==> src/bmem_defs.svh <==
// ##########################################################
// Bit-masked memory block sizing
// Word width, word count and address width shared by the
// package, the RAM port interface and the top level
// ##########################################################

`ifndef BMEM_DEFS_SVH
`define BMEM_DEFS_SVH

// Data word width in bits
`define BMEM_WIDTH 32

// Number of words held by the RAM
`define BMEM_ELS 64

// Address width, enough to index every word
`define BMEM_ADDR_W 6

`endif

==> src/bmem_pkg.sv <==
// ##########################################################
// Bit-masked memory payload types
// Request and response words carried by the queues
// ##########################################################

`include "bmem_defs.svh"

package bmem_pkg;

    // Client request, 71 bits in total
    // A set mask bit means the matching data bit is written
    typedef struct packed {
        logic                    write;
        logic [`BMEM_ADDR_W-1:0] addr;
        logic [`BMEM_WIDTH-1:0]  data;
        logic [`BMEM_WIDTH-1:0]  mask;
    } req_t;

    // Read response, one word
    typedef struct packed {
        logic [`BMEM_WIDTH-1:0] data;
    } rsp_t;

endpackage

==> src/bmem_ram_if.sv <==
// ##########################################################
// Single RAM port between issue controller and RAM
// One read or one write per enabled edge
// ##########################################################

`timescale 1ns/1ps

`include "bmem_defs.svh"

interface bmem_ram_if;

    logic                    en;
    logic                    we;
    logic [`BMEM_ADDR_W-1:0] addr;
    logic [`BMEM_WIDTH-1:0]  wdata;
    // Per-bit write enable
    logic [`BMEM_WIDTH-1:0]  wmask;
    // Held read word
    logic [`BMEM_WIDTH-1:0]  rdata;

    modport ctrl (
        output en, we, addr, wdata, wmask,
        input  rdata
    );

    modport ram (
        input  en, we, addr, wdata, wmask,
        output rdata
    );

endinterface

==> src/bmem_fifo2.sv <==
// ##########################################################
// Two-entry valid/ready queue
// Registered decoupling for any payload type, no
// same-cycle pass-through
// ##########################################################

`timescale 1ns/1ps

module bmem_fifo2 #(
    parameter type payload_t = logic
) (
    input  logic     clk_i,
    input  logic     rst_n_i,

    input  logic     in_valid_i,
    output logic     in_ready_o,
    input  payload_t in_data_i,

    output logic     out_valid_o,
    input  logic     out_ready_i,
    output payload_t out_data_o
);

    payload_t   slots [2];
    logic       wr_ptr;
    logic       rd_ptr;
    logic [1:0] count;
    logic       push;
    logic       pop;

    // Room left while fewer than two entries are held
    assign in_ready_o  = (count != 2'd2);
    assign out_valid_o = (count != 2'd0);
    assign out_data_o  = slots[rd_ptr];

    assign push = in_valid_i && in_ready_o;
    assign pop  = out_valid_o && out_ready_i;

    // Pointers and occupancy
    always_ff @(posedge clk_i or negedge rst_n_i)
    begin
        if (!rst_n_i)
        begin
            wr_ptr <= 1'b0;
            rd_ptr <= 1'b0;
            count  <= 2'd0;
        end
        else
        begin
            if (push)
            begin
                wr_ptr <= ~wr_ptr;
            end
            if (pop)
            begin
                rd_ptr <= ~rd_ptr;
            end
            case ({push, pop})
                2'b10:   count <= count + 2'd1;
                2'b01:   count <= count - 2'd1;
                default: count <= count;
            endcase
        end
    end

    // Payload storage
    always_ff @(posedge clk_i)
    begin
        if (push)
        begin
            slots[wr_ptr] <= in_data_i;
        end
    end

endmodule

==> src/bmem_1rw_mask.sv <==
// ##########################################################
// Synchronous single-port RAM with per-bit write mask
// One read or one write per enabled edge, read word held
// until the next access
// ##########################################################

`timescale 1ns/1ps

`include "bmem_defs.svh"

module bmem_1rw_mask #(
    parameter int width_p = `BMEM_WIDTH,
    parameter int els_p   = `BMEM_ELS
) (
    input  logic   clk_i,
    bmem_ram_if.ram ram
);

    logic [width_p-1:0] mem [els_p];
    logic [width_p-1:0] old_word;
    logic [width_p-1:0] new_word;

    // Masked merge of the addressed word
    assign old_word = mem[ram.addr];
    assign new_word = (old_word & ~ram.wmask) | (ram.wdata & ram.wmask);

    // Array update, contents are not initialised
    always_ff @(posedge clk_i)
    begin
        if (ram.en && ram.we)
        begin
            mem[ram.addr] <= new_word;
        end
    end

    // Output register, only a read reloads it
    always_ff @(posedge clk_i)
    begin
        if (ram.en && !ram.we)
        begin
            ram.rdata <= old_word;
        end
    end

endmodule

==> src/bmem_ctrl.sv <==
// ##########################################################
// Issue controller for the bit-masked memory
// Takes the queue head into the RAM and turns each held
// read word into a response for the response queue
// ##########################################################

`timescale 1ns/1ps

module bmem_ctrl (
    input  logic            clk_i,
    input  logic            rst_n_i,

    // Request queue head
    input  logic            req_valid_i,
    output logic            req_ready_o,
    input  bmem_pkg::req_t  req_i,

    // RAM port
    bmem_ram_if.ctrl        ram,

    // Response queue input
    output logic            rsp_valid_o,
    input  logic            rsp_ready_i,
    output bmem_pkg::rsp_t  rsp_o
);

    logic pending;
    logic out_free;
    logic issue;

    // RAM output may be overwritten once no read is waiting on it,
    // or the waiting read leaves on this edge
    assign out_free = !pending || rsp_ready_i;
    assign issue    = req_valid_i && out_free;

    assign req_ready_o = out_free;

    // Head request goes straight onto the port
    assign ram.en    = issue;
    assign ram.we    = req_i.write;
    assign ram.addr  = req_i.addr;
    assign ram.wdata = req_i.data;
    assign ram.wmask = req_i.mask;

    // Held read word offered as a response
    assign rsp_valid_o = pending;
    assign rsp_o       = '{data: ram.rdata};

    // Pending read flag
    always_ff @(posedge clk_i or negedge rst_n_i)
    begin
        if (!rst_n_i)
        begin
            pending <= 1'b0;
        end
        else if (issue)
        begin
            // New read replaces any response pushed on this edge
            pending <= !req_i.write;
        end
        else if (rsp_ready_i)
        begin
            pending <= 1'b0;
        end
    end

endmodule

==> src/bmem_top.sv <==
// ##########################################################
// Bit-masked memory block, top level
// Request queue, issue controller, RAM and response queue
// behind plain valid/ready client ports
// ##########################################################

`timescale 1ns/1ps

`include "bmem_defs.svh"

module bmem_top (
    input  logic                    clk_i,
    input  logic                    rst_n_i,

    // Request channel
    input  logic                    req_valid_i,
    output logic                    req_ready_o,
    input  logic                    req_write_i,
    input  logic [`BMEM_ADDR_W-1:0] req_addr_i,
    input  logic [`BMEM_WIDTH-1:0]  req_data_i,
    input  logic [`BMEM_WIDTH-1:0]  req_mask_i,

    // Response channel
    output logic                    rsp_valid_o,
    input  logic                    rsp_ready_i,
    output logic [`BMEM_WIDTH-1:0]  rsp_data_o
);

    bmem_pkg::req_t req_in;
    bmem_pkg::req_t req_head;
    logic           req_head_valid;
    logic           req_head_ready;

    bmem_pkg::rsp_t rsp_push;
    logic           rsp_push_valid;
    logic           rsp_push_ready;
    bmem_pkg::rsp_t rsp_out;

    bmem_ram_if ram_port ();

    // Pack client fields into one request word
    assign req_in = '{
        write: req_write_i,
        addr:  req_addr_i,
        data:  req_data_i,
        mask:  req_mask_i
    };

    bmem_fifo2 #(.payload_t(bmem_pkg::req_t)) u_req_q (
        .clk_i       (clk_i),
        .rst_n_i     (rst_n_i),
        .in_valid_i  (req_valid_i),
        .in_ready_o  (req_ready_o),
        .in_data_i   (req_in),
        .out_valid_o (req_head_valid),
        .out_ready_i (req_head_ready),
        .out_data_o  (req_head)
    );

    bmem_ctrl u_ctrl (
        .clk_i       (clk_i),
        .rst_n_i     (rst_n_i),
        .req_valid_i (req_head_valid),
        .req_ready_o (req_head_ready),
        .req_i       (req_head),
        .ram         (ram_port.ctrl),
        .rsp_valid_o (rsp_push_valid),
        .rsp_ready_i (rsp_push_ready),
        .rsp_o       (rsp_push)
    );

    bmem_1rw_mask #(
        .width_p (`BMEM_WIDTH),
        .els_p   (`BMEM_ELS)
    ) u_ram (
        .clk_i (clk_i),
        .ram   (ram_port.ram)
    );

    bmem_fifo2 #(.payload_t(bmem_pkg::rsp_t)) u_rsp_q (
        .clk_i       (clk_i),
        .rst_n_i     (rst_n_i),
        .in_valid_i  (rsp_push_valid),
        .in_ready_o  (rsp_push_ready),
        .in_data_i   (rsp_push),
        .out_valid_o (rsp_valid_o),
        .out_ready_i (rsp_ready_i),
        .out_data_o  (rsp_out)
    );

    assign rsp_data_o = rsp_out.data;

endmodule

==> config.mk <==
export PLATFORM = sky130hd
export DESIGN_NAME = bmem_top
export DESIGN_NICKNAME = d
export VERILOG_FILES = /design/src/bmem_pkg.sv /design/src/bmem_ram_if.sv /design/src/bmem_fifo2.sv /design/src/bmem_1rw_mask.sv /design/src/bmem_ctrl.sv /design/src/bmem_top.sv
export VERILOG_INCLUDE_DIRS = /design/src /design/src/src
export SDC_FILE = /design/constraint.sdc
export NUM_CORES = 2
export LEC_CHECK = 0
export BUFFER_PORTS_ARGS = -buffer_cell sky130_fd_sc_hd__buf_2
export CORE_ASPECT_RATIO = 0.6
export CORE_UTILIZATION = 40
export DETAILED_ROUTE_END_ITERATION = 8
export PLACE_DENSITY = 0.53
export SLEW_MARGIN = 15
export SYNTH_ARGS = -nofsm -noshare
export SYNTH_HDL_FRONTEND = slang
export SYNTH_HIERARCHICAL = 1
export SYNTH_SLANG_ARGS = --single-unit
==> constraint.sdc <==
create_clock -name clk_i -period 10.45 [get_ports clk_i]
set_input_delay 1.045 -clock clk_i [delete_from_list [all_inputs] [get_ports clk_i]]
set_output_delay 1.045 -clock clk_i [all_outputs]
set_load 0.02 [all_outputs]
## Word level (Yosys, flattened, before mapping)

Memories as Yosys holds them, arrays and structs flattened.
Index checks and enable logic that the tools add are counted.

| cells by class | value |
|---|---|
| $add $sub $neg | 4 |
| bitwise gates (word level) | 8 |
| eq/ne operators | 6 |
| multiplexer cells | 10 |
| reduce and logical (&&, ||, !) cells | 14 |

Operators by type and width:

| cell | count |
|---|---|
| bitwise AND 32 bit | 2 |
| NOT 32 bit | 1 |
| OR 32 bit | 1 |
| nonzero test 2 bit | 5 |
| two-way mux 1 bit | 8 |
| case mux 2 bit (2 select lines) | 2 |
| logical AND 1 bit | 6 |
| adder 2 x 1 -> 2 bit, second input constant | 2 |
| == test 2 x 1 -> 1 bit, second input constant | 2 |
| == test 2 bit, second input constant | 2 |
| != test 2 bit, second input constant | 2 |
| NOT 1 bit | 4 |
| subtractor 2 x 1 -> 2 bit, second input constant | 2 |
| zero test 1 bit | 2 |
| logical OR 1 bit | 1 |

| storage, ports and cells | value |
|---|---|
| memories kept | 3 |
| RAM bits | 2254 |
| register bits | 41 |
| input port bits | 75 |
| word-level logic and storage cells | 53 |
| output and inout bits | 34 |

Memory list:

| name | depth | bits a word | rd ports | clocked after Yosys merged registers in | write ports | RTL line | text |
|---|---|---|---|---|---|---|---|
| u_ram.mem | 64 | 32 | 1 | 0 | 1 | bmem_1rw_mask.sv:19 | `logic [width_p-1:0] mem [els_p];` |
| u_req_q.slots | 2 | 71 | 1 | 0 | 1 | bmem_fifo2.sv:24 | `payload_t slots [2];` |
| u_rsp_q.slots | 2 | 32 | 1 | 0 | 1 | bmem_fifo2.sv:24 |  |

## Logic depth before layout (Yosys ltp)

| logic depth | value |
|---|---|
| word-level depth | 6 |
| depth in mapped cells | 16 |
| depth with buffers taken out | 7 |

## Cells and area by module

Netlist, hierarchy kept.

Modules (own cells, without submodules):

| module | area each (um^2) | sequential area each (um^2) | instances | cells an instance |
|---|---|---|---|---|
| bmem_1rw_mask | 81051.5 | 62459.9 | 1 | 4596 |
| bmem_fifo2 (u_req_q) | 5607.9 | 4364.2 | 1 | 238 |
| bmem_fifo2 (u_rsp_q) | 2522.4 | 2021.9 | 1 | 117 |
| bmem_ctrl | 829.5 | 25.0 | 1 | 108 |

## Worst setup path before layout

Ideal clock, no wire load.

| timing | value |
|---|---|
| path kind | flip-flop to flip-flop |
| from | register u_req_q.rd_ptr |
| to | memory u_ram/mem[0][29] in the netlist's numbering (data pin) |
| data required time | 9.862 ns |
| clock period less this slack | 5.079 ns |
| buffers on the path | 7 |
| stages on the path, launching flop included | 14 |
| arrival time | 4.491 ns |
| library setup time | 0.588 ns |
| path slack | 5.371 ns |
| path through | dfrtp_1 -> buf_6 -> buf_6 -> mux2_4 -> buf_4 -> buf_4 -> nor2b_1 -> clkbuf_1 -> clkbuf_1 -> clkbuf_1 -> a22oi_1 -> o221ai_1 -> a211oi_1 -> a31oi_1 |

RTL lines:

| item | RTL line | text |
|---|---|---|
| start: declaration | bmem_fifo2.sv:26 | `logic rd_ptr;` |
| start signal: assignment | bmem_fifo2.sv:56 | `rd_ptr <= ~rd_ptr;` |
| end: declaration | bmem_1rw_mask.sv:19 |  |

==> summary.md <==
| Metric | Value |
|---|---|
| Vias in the first global route | 47,700 |
| Area Growth Syn to Fin | 11.3% |
| R2r startpoint | u_req_q/rd_ptr |
| Post-Route Skew | 43.2 ps |
| Final non-filler cell total | 8,237 |
| Clock Latency Late Sink | 860 ps |
| Asr flop ratio synth | 0.00392 |
| Clk root buf | clkbuf_16 |
| First-pass GRT wire length | 408 mm |
| Drt drc | 0 |
| Leading cell types in the layout, fill and taps excluded | edfxtp_1 (2,286), a22oi_1 (369), clkbuf_16 (209) |
| Die Y-Extent | 369 um |
| CTS tree | done |
| Internal power | 20.4 mW |
| Hold Fails Final Rpt | 0 |
| Layout Utilization | 0.449 |
| TritonCTS Sinks | 2,295 |
| Largest net degree at the start of global routing | 114 |
| Min Tclk post-route | 6590 ps |
| Seq/Total Area, Yosys | 0.765 |
| Status | complete, no violations |
| Gate power share | 0.342 |
| Mean Syn Cell Area | 17.8 um^2 |
| Detailed Routing Iterations Pass 1 | 6 |
| Max Cap Violations | 0 |
| Max-slew violations | 0 |
| Starting density of the core | 0.404 |
| CP Launch Type | register |
| Mapped Area | 0.0900 mm^2 |
| Hold WS | 62.9 ps |
| R2r setup slk | 3860 ps |
| Worst reg-to-reg path cell count | 10 |
| Sw Ratio | 0.368 |
| Final setup violation count | 0 |
| Routed wire length per instance | 36.5 um |
| Via/cell ratio | 6.26 |
| Worst Path Required | 10,850 ps |
| # IOs | 109 |
| H-tree depth | 4 |
| Layout fillers | 19,200 |
| Clock Path Buffers | 4 |
| Slew @ Worst Pin | 1370 ps |
| Hold buffers post-CTS | 0 |
| Synth Flop Type | edfxtp_1 |
| Clock network fraction of design power | 0.223 |
| Pwr/cell area | 322 mW/mm^2 |
| Arrival time at the worst endpoint | 7000 ps |
| Vias post-DR | 51,600 |
| Setup bufs post-CTS | 0 |
| Switch Pwr | 11.9 mW |
| Total global routing track utilization | 0.259 |
| Worst hold path type | primary input to async pin |
| Setup TNS | 0 ps |
| Commonest non-fill, non-tap cell in the layout | edfxtp_1 |
| Multi-input gate area | 0.0193 mm^2 |
| Cell count after synthesis | 5,059 |
| Row cnt | 134 |
| Die W | 614 um |
| Post-synth EDFFs | 2,286 |
| RSZ-0062 raised after global routing | no |
| Period utilization | 0.631 |
| Placer congestion estimate | 0.830 |
| CTS buffer count | 205 |
| Crit Path Category | register to register |
| Slew margin rel. | 0.0754 |
| Post-DP HPWL | 169 mm |
| Layout cells sized above 1 | 0.189 |
| DR iter-0 viols | 8,178 |
| Register area | 0.0689 mm^2 |
| Detail Route Antenna Nets | 0 |
| Reg power frac | 0.435 |
| Number of nets in the finished design | 5,176 |
| Yosys reg bits | 2,295 |
| Antenna violations before repair | 20 |
| Worst r2r dst | u_ram/mem[35][8] |
| Post-synth cell types | 77 |
| Critical Path Fanout Max | 64 |
| Worst-path clk slew | 70 ps |
| Net Count, Synth | 5,136 |
| Leak | 31.5 nW |
| VDD IR max | 270 uV |
| Worst setup EP type | register |
| Placed Instances | 7,881 |
| Die area | 0.227 mm^2 |
| Achievable Freq | 0.152 GHz |
| Yosys warning count | 6 |
| GRT overflow | 0 |
| Core area | 0.223 mm^2 |
| IO buf count | 108 |
| Post-CTS Resized | 0 |
| Routed WL | 301 mm |
-- per-stage QoR --
stage | setup slack (ps) | power [mW] | cell area [um^2]
5_1_grt | 3800 | 33.1 | 100000
3_3_place_gp | 3850 | 24.9 | 93900
2_1_floorplan | 5370 | 20.4 | 90000
4_1_cts | 3720 | 32.1 | 100000
3_5_place_dp | 3760 | 25.0 | 93900
6_report | 3860 | 32.3 | 100000
-- routing by layer --
metal,global-route usage,vias up,part of all wire
met1,0.391,27200,0.43
li1,-,20700,-
met2,0.368,3242,0.42
met3,0.0661,468,0.12
met5,0.00800,-,0.00091
met4,0.0695,7,0.029
-- power by group through the flow --
stage / Combinational (mW) / Sequential (mW) / Clock, mW
after CTS: 10.8 / 14.1 / 7.27
after global placement: 10.6 / 14.3 / 0
after floorplan: 6.31 / 14.1 / 0
after detailed placement: 10.7 / 14.3 / 0
after global routing: 11.4 / 14.1 / 7.62
final: 11.0 / 14.0 / 7.21
-- cell families after synthesis --
kind of cell | after synthesis | synth area share
buffers and inverters | 474 | 0.0294
AND/OR/NAND/NOR | 690 | 0.0436
XOR/XNOR | 10 | 0.000973
adder cells (fa/ha/maj) | 2 | 0.000278
AO/OA/AOI/OAI | 1058 | 0.0855
flip-flops | 2295 | 0.765
multiplexers | 530 | 0.0752
-- cells in the mapped netlist (22+ instances only) --
master	instances	area share
and3_1	34	0.0024
a21oi_1	69	0.0038
o22ai_1	181	0.013
nor2_1	115	0.0048
a211oi_1	33	0.0028
edfxtp_1	2286	0.76
mux2_2	170	0.021
nor4b_1	28	0.0027
mux2_4	72	0.012
buf_1	22	0.00092
buf_2	115	0.0064
nand3_1	42	0.0023
o22a_1	32	0.0031
nand2b_1	86	0.0060
mux2i_1	208	0.023
clkbuf_1	171	0.0071
o21ai_0	60	0.0033
a221oi_1	128	0.012
buf_4	125	0.010
mux4_2	70	0.018
nor3_1	29	0.0016
a31oi_1	65	0.0045
nand2_1	165	0.0069
nor3b_1	34	0.0028
buf_6	33	0.0041
a22oi_1	369	0.031
-- layout make-up --
class	count	share of cell area
multi-input combinational	2290	0.192
inverter	6	0.000300
sequential	2295	0.688
antenna	8	0.000200
clock inverter	78	0.00595
tap	2992	0.0374
timing repair buffer	301	0.0214
clock buffer	267	0.0547
-- worst max path at each step --
stage	from	end	slack [ps]	cells after the start
floorplan	u_req_q/rd_ptr	u_ram/mem[0][29]	5370	13
global placement	u_req_q/rd_ptr	u_ram/mem[16][11]	3850	10
detailed placement	u_req_q/rd_ptr	u_ram/mem[16][11]	3760	10
CTS	u_req_q/rd_ptr	u_ram/mem[16][11]	3720	10
global route	u_req_q/rd_ptr	u_ram/mem[35][8]	3800	10
finish	u_req_q/rd_ptr	u_ram/mem[35][8]	3860	10
-- flip-flops by register name (all words and copies together), names as in the netlist --
name / count
u_req_q/rd_ptr: 1
u_rsp_q/rd_ptr: 1
u_req_q/wr_ptr: 1
u_req_q/slots: 142
u_rsp_q/wr_ptr: 1
u_rsp_q/slots: 64
u_ram/mem: 2048
u_ctrl/rsp_valid_o: 1
u_req_q/count: 2
u_rsp_q/count: 2
u_ram/ram.rdata: 32
-- critical path, cell delays in order, from the launching register on --
cell      delay, ps
dfrtp_4         870
mux2_8          640
buf_4           650
nor2b_4         280
buf_4           340
buf_4           410
a221oi_1        340
nor3_1           90
nor4_1         1180
nand4_1         310
mux2_2          750
Note: power is estimated with default switching activity, not from simulation.
